### src/hw/glueTypes.sv
package glueTypes;

	// A23..A8, the processor lines the glue decodes
	typedef logic [15:0] addrHi;

	// top address nibble, one 1 MB region
	typedef logic [3:0] regionNum;

	// wait state counter, up to 7 clocks
	typedef logic [2:0] waitCnt;

	// acknowledge sequencer states
	typedef enum logic [2:0] {
		idle, // no cycle or waiting for cycleStart
		counting, // fast select, burning wait states
		ioWait, // waiting on the I/O bus
		acked, // nDTACK low until BACT drops
		done // unmapped, no acknowledge
	} dtackState;

	// first access here ends the boot overlay
	localparam regionNum RegionDisOverlay = 4'h4;

	// SCSI controller window
	localparam regionNum RegionScsi = 4'h5;

	// Clocks from the cycleStart edge to nDTACK low.
	// Both must be at least 1 and fit in waitCnt.
	localparam waitCnt RamWaitStates = 3'd1;
	localparam waitCnt RomWaitStates = 3'd2;

endpackage

### src/hw/busCycle.sv
module busCycle (
	input  logic CLK,
	input  logic nRES,
	input  logic nAS, // 68000 address strobe
	output logic BACT, // bus cycle in progress
	output logic cycleStart // first BACT clock only
);

	logic nAsReg; // strobe sampled on CLK
	logic bactPrev; // BACT one clock back

	// single sample of nAS, the strobe is slow against CLK
	always_ff @(posedge CLK or negedge nRES) begin
		if (!nRES) begin
			nAsReg <= 1'b1; // no cycle out of reset
		end else begin
			nAsReg <= nAS;
		end
	end

	assign BACT = !nAsReg; // high from first low sample to first high sample

	// previous BACT for edge detect
	always_ff @(posedge CLK or negedge nRES) begin
		if (!nRES) begin
			bactPrev <= 1'b0;
		end else begin
			bactPrev <= BACT;
		end
	end

	// rising edge of BACT, one pulse per bus cycle
	assign cycleStart = BACT && !bactPrev;

endmodule

### src/hw/chipSelect.sv
module chipSelect (
	input  logic           CLK,
	input  logic           nRES,
	input  glueTypes::addrHi A, // A23..A8
	input  logic           nWE, // low on write
	input  logic           FastROMEN, // ROM on board instead of I/O bus
	input  logic           BACT,
	output logic           RAMCS,
	output logic           ROMCS,
	output logic           IOCS,
	output logic           SCSICS,
	output logic           IOPWCS,
	output logic           IACS,
	output logic           SndRAMCSWR
);
	import glueTypes::*;

	regionNum   region; // A23..A20
	logic [3:0] pageNib; // A15..A12, 4 KB page in a 64 KB block
	logic [3:0] subNib; // A11..A8

	logic overlay; // boot map active
	logic overlayArm; // region 4 seen, release at end of cycle

	logic ramLow; // 000000-3FFFFF
	logic ramHigh; // 600000-7FFFFF
	logic topWr64k; // write into last 64 KB of RAM
	logic vidPage; // page holds screen buffer
	logic vidWr; // screen write, mirrored to I/O bus
	logic ioRegion; // region routed to the I/O bus

	assign region  = A[15:12];
	assign pageNib = A[7:4];
	assign subNib  = A[3:0];

	// Overlay release is split in two flops so the map only
	// changes while no cycle is running.
	always_ff @(posedge CLK or negedge nRES) begin
		if (!nRES) begin
			overlayArm <= 1'b0;
			overlay    <= 1'b1; // boot with ROM at 0
		end else begin
			if (BACT && region == RegionDisOverlay) begin
				overlayArm <= 1'b1; // ROM proper was fetched
			end
			if (!BACT && overlayArm) begin
				overlay <= 1'b0; // between cycles only
			end
		end
	end

	// RAM placement depends on overlay
	assign ramLow  = region[3:2] == 2'b00;
	assign ramHigh = region[3:1] == 3'b011;
	assign RAMCS   = (ramLow && !overlay) || (ramHigh && overlay);

	// top 64 KB of either RAM mapping, writes only
	assign topWr64k = RAMCS && A[13:12] == 2'b11 && A[11:8] == 4'hF && !nWE;

	// screen buffer pages, 2..7 and A..F
	assign vidPage = (pageNib >= 4'h2 && pageNib <= 4'h7) || pageNib >= 4'hA;
	assign vidWr   = topWr64k && vidPage;

	// sound buffer, xFDxx-xFFxx and xA1xx-xA3xx
	assign SndRAMCSWR = topWr64k && (
		(pageNib == 4'hF && subNib >= 4'hD) ||
		(pageNib == 4'hA && subNib >= 4'h1 && subNib <= 4'h3));

	// parity write window follows the plain RAM range
	assign IOPWCS = ramLow && !nWE;

	// fast ROM at 0 under overlay and at 4, else board ROM at C
	always_comb begin
		if (FastROMEN) begin
			ROMCS = (region == 4'h0 && overlay) || region == RegionDisOverlay;
		end else begin
			ROMCS = region == 4'hC;
		end
	end

	assign SCSICS = region == RegionScsi;
	assign IACS   = A == 16'hFFFF; // interrupt acknowledge space

	// everything that is not fast memory goes out on the I/O bus
	always_comb begin
		case (region)
			4'h0: ioRegion = overlay && !FastROMEN; // boot ROM via I/O bus
			4'h1, 4'h2, 4'h3: ioRegion = 1'b0; // RAM or unmapped
			RegionDisOverlay: ioRegion = !FastROMEN; // board ROM
			RegionScsi: ioRegion = 1'b1;
			4'h6, 4'h7: ioRegion = !overlay; // RAM under overlay
			4'hC: ioRegion = FastROMEN; // empty when ROM is fast
			default: ioRegion = 1'b1; // SCC, IWM, VIA, IACK, empty
		endcase
	end

	assign IOCS = ioRegion || vidWr;

endmodule

### src/hw/dtackGen.sv
module dtackGen (
	input  logic CLK,
	input  logic nRES,
	input  logic BACT,
	input  logic cycleStart,
	input  logic RAMCS,
	input  logic ROMCS,
	input  logic IOCS,
	input  logic ioReady, // I/O bus cycle finished
	output logic nDTACK
);
	import glueTypes::*;

	dtackState state;
	waitCnt    cnt; // wait states left
	waitCnt    startWait; // wait states for this select

	// RAM wins over IOCS in the screen write window
	assign startWait = RAMCS ? RamWaitStates : RomWaitStates;

	always_ff @(posedge CLK or negedge nRES) begin
		if (!nRES) begin
			state <= idle;
			cnt   <= '0;
		end else if (!BACT) begin
			state <= idle; // processor ended the cycle
		end else begin
			case (state)
				idle: begin
					if (cycleStart) begin
						if (RAMCS || ROMCS) begin
							if (startWait == waitCnt'(1)) begin
								state <= acked; // single wait state
							end else begin
								cnt   <= startWait - waitCnt'(1);
								state <= counting;
							end
						end else if (IOCS) begin
							state <= ioWait;
						end else begin
							state <= done; // nothing selected
						end
					end
				end
				counting: begin
					if (cnt == waitCnt'(1)) begin
						state <= acked;
					end else begin
						cnt <= cnt - waitCnt'(1);
					end
				end
				ioWait: begin
					if (ioReady) begin
						state <= acked; // forward I/O acknowledge
					end
				end
				acked: state <= acked; // hold until BACT falls
				done: state <= done; // hang, bus error is elsewhere
				default: state <= idle;
			endcase
		end
	end

	// BACT term releases DTACK in the clock BACT drops
	assign nDTACK = !(state == acked && BACT);

endmodule

### src/hw/glueTop.sv
module glueTop (
	input  logic             CLK,
	input  logic             nRES,
	input  glueTypes::addrHi A, // A23..A8
	input  logic             nAS,
	input  logic             nWE,
	input  logic             FastROMEN,
	input  logic             ioReady, // from I/O bus
	output logic             nDTACK,
	output logic             RAMCS,
	output logic             ROMCS,
	output logic             IOCS,
	output logic             SCSICS,
	output logic             IOPWCS,
	output logic             IACS,
	output logic             SndRAMCSWR
);

	logic BACT; // bus cycle active
	logic cycleStart; // first clock of cycle

	busCycle busCycle_inst (
		.CLK        (CLK),
		.nRES       (nRES),
		.nAS        (nAS),
		.BACT       (BACT),
		.cycleStart (cycleStart)
	);

	chipSelect chipSelect_inst (
		.CLK        (CLK),
		.nRES       (nRES),
		.A          (A),
		.nWE        (nWE),
		.FastROMEN  (FastROMEN),
		.BACT       (BACT),
		.RAMCS      (RAMCS),
		.ROMCS      (ROMCS),
		.IOCS       (IOCS),
		.SCSICS     (SCSICS),
		.IOPWCS     (IOPWCS),
		.IACS       (IACS),
		.SndRAMCSWR (SndRAMCSWR)
	);

	dtackGen dtackGen_inst (
		.CLK        (CLK),
		.nRES       (nRES),
		.BACT       (BACT),
		.cycleStart (cycleStart),
		.RAMCS      (RAMCS),
		.ROMCS      (ROMCS),
		.IOCS       (IOCS),
		.ioReady    (ioReady),
		.nDTACK     (nDTACK)
	);

endmodule

### config.mk
export PLATFORM = sky130hd
export DESIGN_NAME = glueTop
export DESIGN_NICKNAME = d
export VERILOG_FILES = /design/src/hw/glueTypes.sv /design/src/hw/busCycle.sv /design/src/hw/chipSelect.sv /design/src/hw/dtackGen.sv /design/src/hw/glueTop.sv
export SDC_FILE = /design/constraint.sdc
export NUM_CORES = 1
export LEC_CHECK = 0
export ABC_AREA = 0
export BUFFER_PORTS_ARGS = -buffer_cell sky130_fd_sc_hd__buf_2
export CORE_MARGIN = 2
export CORE_UTILIZATION = 40
export CTS_CLUSTER_SIZE = 40
export DETAILED_ROUTE_END_ITERATION = 7
export GPL_TIMING_DRIVEN = 0
export PLACE_DENSITY = 0.67
export SLEW_MARGIN = 20
export SYNTH_ARGS = -nofsm -noshare
export SYNTH_HDL_FRONTEND = slang
export SYNTH_SLANG_ARGS = --single-unit
### constraint.sdc
create_clock -name CLK -period 2.1 [get_ports CLK]
set_input_delay 0.21 -clock CLK [delete_from_list [all_inputs] [get_ports CLK]]
set_output_delay 0.21 -clock CLK [all_outputs]
set_load 0.005 [all_outputs]
======== Word level (Yosys, flattened, before mapping) ========
Index checks and enable logic that the tools add are counted.
cells by class
  add/sub/neg operators ................... 2
  multipliers ............................. 0
  divide/modulo/power cells ............... 0
  $lt $le $gt $ge ......................... 6
  equal/unequal tests ..................... 27
  shifts and indexed selects .............. 0
  mux-type cells .......................... 16
  bitwise gates (word level) .............. 1
  reductions and logical operators ........ 38
operators by type and width
  operator                                                            number
  2-to-1 mux 3 bit                                                    10
  logical AND 1 bit                                                   18
  equality test 16 bit (second input constant)                        1
  equality test 4 x 3 -> 1 bit (second input constant)                4
  equality test 4 bit (second input constant)                         4
  case mux 3 bit (5 select lines)                                     1
  equality test 3 x 1 -> 1 bit (second input constant)                3
  equality test 3 x 2 -> 1 bit (second input constant)                3
  equality test 4 x 2 -> 1 bit (second input constant)                2
  greater-or-equal comparator 4 bit (second input constant)           2
  logical NOT 1 bit                                                   6
  logical OR 1 bit                                                    6
  inequality test 2 bit (second input constant)                       3
  inequality test 3 bit (second input constant)                       2
  case mux 3 bit (2 select lines)                                     1
  AND reduction 6 bit                                                 1
  subtractor 3 x 1 -> 3 bit (second input constant)                   2
  case mux 1 bit (5 select lines)                                     1
  equality test 4 x 1 -> 1 bit (second input constant)                1
  greater-or-equal comparator 4 x 1 -> 1 bit (second input constant)  1
  greater-or-equal comparator 4 x 2 -> 1 bit (second input constant)  1
  <= comparator 4 x 2 -> 1 bit (second input constant)                1
  <= comparator 4 x 3 -> 1 bit (second input constant)                1
  logical NOT 4 bit                                                   1
  other kinds (13)                                                    14
word-level totals
  register bits after elaboration ......... 10
  bits in latches ......................... 0
  memory bits (writable) .................. 0
  ROM bits ................................ 0
  bits of input ports ..................... 22
  logic and storage cells ................. 96
  memories ................................ 0

======== Longest topological paths before layout ========
Gate-level depths: netlist (run 1).
  word-level depth ........................ 13
  gate-level depth with buffers ........... 6
  mapped depth without buffers ............ 6

======== By module ========
Synthesis (run 1) repeated with hierarchy kept, for this count alone.
unflattened totals
  cells, all modules ...................... 77
  area total of the unflattened synthesis .. 723.2 sq um
modules (own cells, without submodules)
  module      times used  cells an instance  area an instance (sq um)
  dtackGen    1           39                 396.6
  chipSelect  1           34                 267.8
  busCycle    1           4                  58.8

======== Least setup slack after synthesis (run 1) ========
OpenSTA, ideal clock, no wires.
  path type ............................... reg2reg
  start ................................... register dtackGen_inst.cnt[0]
  end ..................................... register dtackGen_inst.state[2]
  setup time .............................. 0.127 ns
  data arrival time ....................... 1.368 ns
  slack ................................... 0.605 ns
  cell stages (with the launch flop) ...... 6
  buffers on the path ..................... 0
  clock period less this slack ............ 1.495 ns
  path through ............................ dfrtp_1 -> ha_1 -> nor2b_1 -> or4b_1 -> a31oi_1 -> nor3_1
between the ends
  word-level cells in the longest chain between the ends .. 3
ends and longest elaborated chain
  what                                      RTL line        RTL
  start: declaration                        dtackGen.sv:15  waitCnt cnt;
  start signal: assignment                  dtackGen.sv:35  cnt <= startWait - waitCnt'(1);
  start signal: assignment                  dtackGen.sv:49  cnt <= cnt - waitCnt'(1);
  equality test 3 x 1 -> 1 bit              dtackGen.sv:46  if (cnt == waitCnt'(1)) begin
  inequality test 3 x 2 -> 1 bit (no line)  -
  AND reduction 3 bit (no line)             -
  end signal: assignment                    dtackGen.sv:47  state <= acked;
  end signal: assignment                    dtackGen.sv:54  state <= acked;
  end signal: assignment                    dtackGen.sv:57  acked: state <= acked;
  end: declaration                          dtackGen.sv:14  dtackState state;
Every way passes these cells.
A chain may end at the register's enable or synchronous reset.

======== Worst setup path in the final report (run 1) ========
  start ................................... register chipSelect_inst.overlay
  end ..................................... output IOCS
between the ends
  word-level cells in the longest chain between the ends .. 8
  elaborated cells on any way between the ends .. 11
  classes of those cells .................. mux: 1; reduce/logical: 10
ends and longest elaborated chain
  what                             RTL line                            RTL
  start: declaration               chipSelect.sv:22                    logic overlay;
  start signal: assignment         chipSelect.sv:41                    overlay <= 1'b1;
  start signal: assignment         chipSelect.sv:47                    overlay <= 1'b0;
  logical NOT 1 bit                chipSelect.sv:55, chipSelect.sv:91
  logical AND 1 bit                chipSelect.sv:55                    assign RAMCS = (ramLow && !overlay) || (ramHigh && overlay);
  logical OR 1 bit                 chipSelect.sv:55
  logical AND 1 bit (3 in series)  chipSelect.sv:58                    assign topWr64k = RAMCS && A[13:12] == 2'b11 && A[11:8] == 4'hF && !nWE;
  logical AND 1 bit                chipSelect.sv:62                    assign vidWr = topWr64k && vidPage;
  logical OR 1 bit (*)             chipSelect.sv:97                    assign IOCS = ioRegion || vidWr;
  end: declaration                 glueTop.sv:12                       output logic IOCS,
Every way passes the cells marked *; elsewhere a longest branch is shown, timed or not.

==> results of run 1 <==
-- power by group through the flow --
stage | registers, uW | logic (uW) | clock network (uW)
after global routing | 265 | 323 | 193
after floorplan | 257 | 217 | 0
final | 261 | 290 | 170
after detailed placement | 264 | 289 | 0
after CTS | 261 | 291 | 178
after global placement | 262 | 283 | 0
-- state kept, by name (all words and copies together), names as in the netlist --
register	cells
chipSelect_inst.overlay	1
dtackGen_inst.state	3
dtackGen_inst.cnt	3
busCycle_inst.nAsReg	1
chipSelect_inst.overlayArm	1
busCycle_inst.bactPrev	1
-- cell usage after synthesis (2+ instances only) --
library cell,count
nor2_1,9
dfrtp_1,8
inv_1,7
nand2_1,6
nand3_1,6
nor4_1,5
a21oi_1,4
nor3_1,4
buf_2,3
nor4b_1,3
o21ai_0,3
a22oi_1,2
and3_1,2
dfstp_2,2
ha_1,2
nand2b_1,2
nand3b_1,2
o22ai_1,2
o32ai_1,2
or3b_2,2
or4b_1,2
-- cells by family (layout without fill, tap and decap cells) --
logic type | after synthesis | after routing | synth area share (%)
adder cells (fa/ha/maj) | 2 | 2 | 3.21
AND/OR/NAND/NOR | 49 | 49 | 37.0
flip-flops | 10 | 10 | 32.5
XOR/XNOR | 1 | 1 | 1.13
AO/OA/AOI/OAI | 20 | 20 | 17.5
buffers and inverters | 12 | 43 | 7.23
multiplexers | 1 | 1 | 1.45
-- critical path, delay by kind of cell, from the launching register on --
kind / cells / cell delay, ns
DFF: 1 / 0.58
AOI/OAI and AO/OA: 2 / 0.52
and+or+nand+nor: 1 / 0.08
buffers and inverters: 1 / 0.16
-- worst max-delay path by stage --
stage / startpoint / endpoint / slack (ns) / depth (start not counted)
finish: chipSelect_inst.overlay / IOCS / 0.29 / 4
CTS: chipSelect_inst.overlay / IOCS / 0.29 / 4
detailed placement: dtackGen_inst.cnt[0] / dtackGen_inst.state[2] / 0.53 / 5
global placement: dtackGen_inst.cnt[0] / dtackGen_inst.state[2] / 0.54 / 5
global route: chipSelect_inst.overlay / SndRAMCSWR / 0.17 / 4
floorplan: dtackGen_inst.cnt[0] / dtackGen_inst.state[2] / 0.60 / 5
-- cell type report --
cell class	count	area (um2)	area share (%)
inverters	7	26.3	2.66
multi-input cells	73	469	47.6
flip-flops and latches	10	253	25.6
clock buffers	4	36.3	3.68
plain buffers	5	30.0	3.05
well taps	25	31.3	3.17
repair buffers	27	140	14.2
-- timing repair --
item	in CTS	in global routing
hold buffers	1	0
endpoints found under the setup margin	0	0
setup buffers	0	0
endpoints found under the hold margin	8	0
-- per-layer routing --
metal / routed length (um) / track usage [%] / up-vias
met1: 823 / 24.0 / 365
met5: 0 / 0 / -
met3: 108 / 6.67 / 2
met2: 832 / 24.5 / 26
met4: 6 / 3.24 / 0
li1: - / - / 413
-- per-stage QoR --
stage	total power (uW)	utilization (%)	setup slack, ns	hold slack, ns	cell area, um2
after global routing	781	55.3	0.168	0.0124	986
after CTS	730	55.3	0.286	0.0304	986
final	721	55.3	0.290	0.0444	986
after detailed placement	553	52.7	0.528	0.0825	940
after global placement	545	52.7	0.538	0.0839	940
after floorplan	474	-	0.605	-0.0856	778
==> impl_metrics.env, run 1 <==
export IMPL_status="finished, final reports clean"
export IMPL_timing_rr_end="dtackGen_inst.state[2]"
export IMPL_n_fill_cell=181
export IMPL_cts_max_level=1
export IMPL_grt_pass1_vias=636
export IMPL_routed_wirelength_mm=1.77
export IMPL_grt_pass1_wl_mm=2.72
export IMPL_hold_depth=1
export IMPL_final_setup_skew_ns=0.00349
export IMPL_die_h_um=48.1
export IMPL_fin_nets=151
export IMPL_final_common_cell="buf_2"
export IMPL_final_layout_size_suffix_gt1_share_pct=33.3
export IMPL_initial_core_util_pct=43.6
export IMPL_max_slew_margin_rel_pct=63.5
export IMPL_hold_viol_final=0
export IMPL_drc_errors=0
export IMPL_synthCells=95
export IMPL_clock_power_share_pct=23.5
export IMPL_synthArstFlopShare_pct=100
export IMPL_startpoint_type="register"
export IMPL_rrSetupSlack_ns=0.53
export IMPL_final_cell_count_no_fill=151
export IMPL_numCtsBuffers=3
export IMPL_grt_total_usage_pct=16.9
export IMPL_synth_top_area_share_pct=25.7
export IMPL_synth_nets=119
export IMPL_arrival_ns=1.60
export IMPL_rsz0062_at_grt="no"
export IMPL_route_antenna_remaining_nets=0
export IMPL_cp_end_kind="output port"
export IMPL_area_growth_pct=26.7
export IMPL_grt_overflow=0
export IMPL_antenna_found_initial=0
export IMPL_crit_fanout=7
export IMPL_ir_drop_v=0.000456
export IMPL_portBuffers=26
export IMPL_p_switching_uw=242
export IMPL_dp_hpwl_mm=1.43
export IMPL_fmax_mhz=552
export IMPL_worstMarginPinSlew_ns=0.542
export IMPL_ys_ff_latch=10
export IMPL_p_comb_share_pct=40.3
export IMPL_cts_tree="done"
export IMPL_slowest_stage="dfstp_2"
export IMPL_synth_edff_count=0
export IMPL_ios=30
export IMPL_crit_chain="nand3_1, a21o_1, o32ai_1, buf_2"
export IMPL_hold_class="in2reg"
export IMPL_dieWidth_um=48.1
export IMPL_grt_max_degree=11
export IMPL_hold_start="nAS"
export IMPL_syn_mean_instance_area_um2=8.19
export IMPL_diodes=0
export IMPL_synth_area_leader_cell="dfrtp_1"
export IMPL_tns_ns=0
export IMPL_most_common_layout_cells="buf_2 (29), nor2_1 (9), dfrtp_1 (8)"
export IMPL_finalSetupViolCount=0
export IMPL_cp_required_ns=1.89
export IMPL_post_drt_wl_per_cell_um=11.7
export IMPL_vias=806
export IMPL_dp_cells=146
export IMPL_core_area_um2=1780
export IMPL_synth_seq_area_share_pct=32.5
export IMPL_finalCritPeriodShare_pct=86.2
export IMPL_p_int_uw=479
export IMPL_cts_sinks=10
export IMPL_synth_ff_type="dfrtp_1"
export IMPL_r2r_start="dtackGen_inst.cnt[0]"
export IMPL_min_to="busCycle_inst.nAsReg"
export IMPL_cp_slowest_stage_delay_ns=0.58
export IMPL_path_clk_slew_ns=0.06
export IMPL_synth_cell_type_count=38
export IMPL_core_rowCount=15
export IMPL_synth_area_um2=778
export IMPL_fin_crit_ns=1.81
export IMPL_path_class="reg2out"
export IMPL_cap_violations=0
export IMPL_synth_area_top_cells="dfrtp_1 (26%), dfstp_2 (6.8%), nor2_1 (4.3%)"
export IMPL_drt_iter0_markers=14
export IMPL_power_frac_seq_pct=36.2
export IMPL_cts_buffer_depth=2
export IMPL_p_per_area_nw_per_um2=731
export IMPL_first_pass_iters=4
export IMPL_cts_root_buffer="clkbuf_4"
export IMPL_switching_share_pct=33.5
export IMPL_leakage_uw=0.000458
export IMPL_clkLatencyLatePin_ns=0.26
export IMPL_avgViaCountPerCell=5.34
export IMPL_cts_repair_resized=0
export IMPL_drv_slew=0
export IMPL_yosysWarnings=0
export IMPL_die_area_um2=2310
export IMPL_reg2regPathDepth=5
export IMPL_place_congestion=0.869
Power figures use the tool's default switching activity.
==> inputs of run 2 (changes only) <==
--- a/config.mk
+++ b/config.mk
@@ -12,6 +12,7 @@
 export CTS_CLUSTER_SIZE = 40
 export DETAILED_ROUTE_END_ITERATION = 7
 export GPL_TIMING_DRIVEN = 0
+export HOLD_SLACK_MARGIN = 0.15
 export PLACE_DENSITY = 0.67
 export SLEW_MARGIN = 20
 export SYNTH_ARGS = -nofsm -noshare
==> impl_metrics.env, run 2 (same netlist as run 1, synthesis figures left out) <==
export IMPL_dieWidth_um=48.1
export IMPL_most_common_layout_cells="buf_2 (29), nor2_1 (9), dfrtp_1 (8)"
export IMPL_cts_tree="done"
export IMPL_timing_rr_end="dtackGen_inst.state[2]"
export IMPL_vias=812
export IMPL_numCtsBuffers=3
export IMPL_area_growth_pct=28.0
export IMPL_die_area_um2=2310
export IMPL_final_common_cell="buf_2"
export IMPL_antenna_found_initial=0
export IMPL_drv_slew=0
export IMPL_avgViaCountPerCell=5.34
export IMPL_drc_errors=0
export IMPL_status="finished, final reports clean"
export IMPL_routed_wirelength_mm=1.78
export IMPL_hold_depth=2
export IMPL_dp_hpwl_mm=1.43
export IMPL_path_class="reg2out"
export IMPL_leakage_uw=0.000462
export IMPL_rsz0062_at_grt="no"
export IMPL_cts_buffer_depth=2
export IMPL_cts_root_buffer="clkbuf_4"
export IMPL_cp_depth=4
export IMPL_crit_fanout=7
export IMPL_routed_top_layer="met4"
export IMPL_grt_total_usage_pct=17.1
export IMPL_die_h_um=48.1
export IMPL_max_slew_margin_rel_pct=63.5
export IMPL_core_area_um2=1780
export IMPL_rrSetupSlack_ns=0.53
export IMPL_fin_crit_ns=1.81
export IMPL_crit_chain="nand3_1, a21o_1, o32ai_1, buf_2"
export IMPL_hold_viol_final=0
export IMPL_grt_pass1_wl_mm=2.75
export IMPL_finalSetupViolCount=0
export IMPL_cp_end_kind="output port"
export IMPL_arrival_ns=1.60
export IMPL_drt_iter0_markers=14
export IMPL_core_rowCount=15
export IMPL_initial_core_util_pct=43.6
export IMPL_cp_required_ns=1.89
export IMPL_wl_met1_um=825
export IMPL_r2r_start="dtackGen_inst.cnt[0]"
export IMPL_first_pass_iters=4
export IMPL_reg_top3="dtackGen_inst.cnt x3, dtackGen_inst.state x3"
export IMPL_fmax_mhz=552
export IMPL_cts_max_level=1
export IMPL_post_drt_wl_per_cell_um=11.7
export IMPL_path_delay_family="flip-flops"
export IMPL_final_area_um2=996
export IMPL_grt_pass1_vias=644
export IMPL_crit_start="chipSelect_inst.overlay"
export IMPL_place_area_um2=940
export IMPL_crit_buf_inv=1
export IMPL_diodes=0
export IMPL_finalCritPeriodShare_pct=86.2
export IMPL_fin_nets=152
export IMPL_final_layout_size_suffix_gt1_share_pct=33.1
export IMPL_reg2regPathDepth=5
export IMPL_place_congestion=0.869
export IMPL_startpoint_type="register"
export IMPL_endpoint="IOCS"
export IMPL_dp_cells=146
export IMPL_final_setup_skew_ns=0.00346
export IMPL_grt_max_degree=11
export IMPL_cp_slowest_stage_delay_ns=0.58
export IMPL_ios=30
export IMPL_worstMarginPinSlew_ns=0.542
export IMPL_cts_sinks=10
export IMPL_slowest_stage="dfstp_2"
export IMPL_hold_class="in2reg"
export IMPL_clkLatencyLatePin_ns=0.26
export IMPL_path_clk_slew_ns=0.06
export IMPL_tns_ns=0
export IMPL_grt_overflow=0
export IMPL_cap_violations=0
export IMPL_portBuffers=26
export IMPL_ir_drop_v=0.000454
export IMPL_post_cts_buffers=0
export IMPL_dr_wl_met3_um=105
export IMPL_wl_met2_um=841
export IMPL_route_antenna_remaining_nets=0
export IMPL_p_per_area_nw_per_um2=725
export IMPL_final_cell_count_no_fill=152
==> run 2: changes by cell type in the layout (fill, tap and decap cells not counted), sizes merged <==
cell and delta:
dlygate4sd3 +1
==> run 2: how the worst min path moves through the flow <==
| stage | endpoint | from |
|---|---|---|
| finish | chipSelect_inst.overlayArm | A[14] |
| global route | chipSelect_inst.overlayArm | A[14] |
| CTS | chipSelect_inst.overlayArm | A[14] |
| detailed placement | dtackGen_inst.state[0] | nRES |
| global placement | dtackGen_inst.state[0] | nRES |
| floorplan | busCycle_inst.bactPrev | nRES |
==> run 2: report_power, final <==
part           internal [uW]  switching (uW)
combinational            140             152
sequential               235            25.7
clock                    105            64.5
total                    480             242
==> run 2: layout make-up <==
| type | instances | area, um2 |
|---|---|---|
| well taps | 25 | 31.3 |
| plain buffers | 5 | 30.0 |
| clock buffers | 4 | 36.3 |
| fillers | 181 | 787 |
| repair buffers | 28 | 150 |
| multi-input cells | 73 | 469 |
| inverters | 7 | 26.3 |
| flip-flops and latches | 10 | 253 |
==> run 2: what timing repair did <==
action,4_1_cts,5_1_grt
hold buffers,2,0
endpoints found under the hold margin,11,0
gates resized for setup,0,0
==> run 2: worst register-to-register path, cell delays in order (launching register included) <==
cell     delay, ns
dfrtp_1       0.38
ha_1          0.20
nor2b_1       0.17
or4b_1        0.46
a31oi_1       0.17
nor3_1        0.07
==> run 2: stage by stage <==
stage | hold WS [ns] | setup WS (ns) | util (%) | power, uW
after floorplan | -0.0856 | 0.605 | - | 474
after global placement | 0.0839 | 0.538 | 52.7 | 545
after detailed placement | 0.0825 | 0.528 | 52.7 | 553
after CTS | 0.238 | 0.286 | 55.9 | 731
after global routing | 0.239 | 0.168 | 55.9 | 783
final | 0.251 | 0.289 | 55.9 | 722
==> run 2: metal layers <==
layer  global-route usage (%)  up-vias
met5                        0        -
met1                     24.0      369
met4                     3.24        0
li1                         -      415
met3                     6.67        2
met2                     25.1       26
==> inputs of run 3 (changes only) <==
--- a/config.mk
+++ b/config.mk
@@ -14,6 +14,7 @@
 export GPL_TIMING_DRIVEN = 0
 export HOLD_SLACK_MARGIN = 0.15
 export PLACE_DENSITY = 0.67
+export RECOVER_POWER = 50
 export SLEW_MARGIN = 20
 export SYNTH_ARGS = -nofsm -noshare
 export SYNTH_HDL_FRONTEND = slang
==> impl_metrics.env, run 3 (same netlist as run 1, synthesis figures left out) <==
export IMPL_ios=30
export IMPL_hold_buffers=2
export IMPL_drt_iter0_markers=18
export IMPL_avgViaCountPerCell=5.32
export IMPL_die_h_um=48.1
export IMPL_tns_ns=0
export IMPL_crit_chain="nand3_1, a21o_1, o32ai_1, buf_2"
export IMPL_grt_total_usage_pct=17.1
export IMPL_switching_share_pct=33.4
export IMPL_p_int_uw=479
export IMPL_antenna_found_initial=0
export IMPL_dp_hpwl_mm=1.43
export IMPL_finalCritPeriodShare_pct=89.2
export IMPL_hold_worst_slack_ns=0.251
export IMPL_final_setup_skew_ns=0.00325
export IMPL_grt_max_degree=11
export IMPL_status="finished, final reports clean"
export IMPL_initial_core_util_pct=43.6
export IMPL_hold_viol_final=0
export IMPL_crit_fanout=7
export IMPL_ir_drop_v=0.000452
export IMPL_post_cts_buffers=0
export IMPL_core_rowCount=15
export IMPL_first_pass_iters=4
export IMPL_cts_root_buffer="clkbuf_4"
export IMPL_multi_input_area_um2=469
export IMPL_portBuffers=26
export IMPL_place_congestion=0.869
export IMPL_cp_end_kind="output port"
export IMPL_cts_sinks=10
export IMPL_cts_buffer_depth=2
export IMPL_cts_repair_resized=0
export IMPL_diodes=0
export IMPL_post_drt_wl_per_cell_um=11.6
export IMPL_die_area_um2=2310
export IMPL_arrival_ns=1.66
export IMPL_cts_tree="done"
export IMPL_clock_power_share_pct=23.6
export IMPL_routed_wirelength_mm=1.77
export IMPL_cp_required_ns=1.89
export IMPL_grt_overflow=0
export IMPL_seqCellArea_um2=253
export IMPL_p_comb_share_pct=40.3
export IMPL_leakage_uw=0.000455
export IMPL_vias=809
export IMPL_dieWidth_um=48.1
export IMPL_p_switching_uw=240
export IMPL_startpoint_type="register"
export IMPL_reg_top3="dtackGen_inst.cnt x3, dtackGen_inst.state x3"
export IMPL_path_class="reg2out"
export IMPL_fin_nets=152
export IMPL_fmax_mhz=534
export IMPL_route_antenna_remaining_nets=0
export IMPL_cp_slowest_stage_delay_ns=0.62
export IMPL_finalSetupViolCount=0
export IMPL_fin_crit_ns=1.87
export IMPL_worstMarginPinSlew_ns=0.543
export IMPL_max_slew_margin_rel_pct=63.5
export IMPL_p_per_area_nw_per_um2=724
export IMPL_core_area_um2=1780
export IMPL_clkLatencyLatePin_ns=0.26
export IMPL_area_growth_pct=27.7
export IMPL_cts_max_level=1
export IMPL_hold_class="in2reg"
export IMPL_slowest_stage="dfstp_1"
export IMPL_grt_pass1_wl_mm=2.75
export IMPL_grt_pass1_vias=644
export IMPL_drc_errors=0
export IMPL_final_layout_size_suffix_gt1_share_pct=29.9
export IMPL_drv_slew=0
export IMPL_n_fill_cell=180
export IMPL_most_common_layout_cells="buf_2 (27), nor2_1 (9), dfrtp_1 (8)"
export IMPL_rsz0062_at_grt="no"
export IMPL_path_clk_slew_ns=0.06
export IMPL_final_common_cell="buf_2"
export IMPL_numCtsBuffers=3
export IMPL_cap_violations=0
export IMPL_power_frac_seq_pct=36.2
==> run 3: cell count changes in the layout (fill, tap and decap cells not counted), sizes merged <==
| cell | delta |
|---|---|
| clkbuf | +2 |
| buf | -2 |
==> run 3: power by group through the flow <==
stage	Sequential [uW]	Clock, uW	Combinational [uW]
floorplan	257	0	217
global placement	262	0	283
detailed placement	264	0	289
CTS	261	178	293
global route	265	193	324
finish	260	169	290
==> run 3: critical path: cells and delay by family, from the launching register on <==
kind                   cells  cell delay [ns]
buffers and inverters      1             0.16
AND/OR/NAND/NOR            1             0.10
AO/OA/AOI/OAI              2             0.53
flip-flops                 1             0.62
==> run 3: area by class of cell <==
type | count | share of cell area, %
Clock buffer | 4 | 3.65
Buffer | 5 | 3.02
Tap cell | 25 | 3.15
Inverter | 7 | 2.64
Multi-Input combinational cell | 73 | 47.2
Sequential cell | 10 | 25.4
Timing Repair Buffer | 28 | 14.9
==> run 3: layer usage <==
| metal | GRT usage (%) | part of all wire (%) |
|---|---|---|
| met2 | 25.1 | 47 |
| met3 | 6.67 | 5.6 |
| met4 | 3.24 | 0.34 |
| met5 | 0 | 0 |
| met1 | 24.0 | 47 |
==> run 3: path summary, 6_finish.rpt <==
kind / start / to / slack, ns / cells after the start
min in group asynchronous: nRES / dtackGen_inst.state[0] / 0.44 / 2
worst max-delay path: chipSelect_inst.overlay / IOCS / 0.23 / 4
worst min-delay path: A[14] / chipSelect_inst.overlayArm / 0.25 / 2
worst max register to register: dtackGen_inst.cnt[1] / dtackGen_inst.state[2] / 0.53 / 6
worst min register to register: chipSelect_inst.overlayArm / chipSelect_inst.overlay / 0.44 / 1
max in group asynchronous: nRES / busCycle_inst.nAsReg / 1.29 / 2
==> run 3: through the flow <==
step / total power (uW) / std cells / instance area [um2] / util [%] / setup WS (ns)
4_1_cts: 731 / 152 / 996 / 55.9 / 0.286
6_report: 719 / 152 / 993 / 55.7 / 0.227
2_1_floorplan: 474 / 95 / 778 / - / 0.605
5_1_grt: 782 / 152 / 993 / 55.7 / 0.0913
3_3_place_gp: 545 / 146 / 940 / 52.7 / 0.538
3_5_place_dp: 553 / 146 / 940 / 52.7 / 0.528
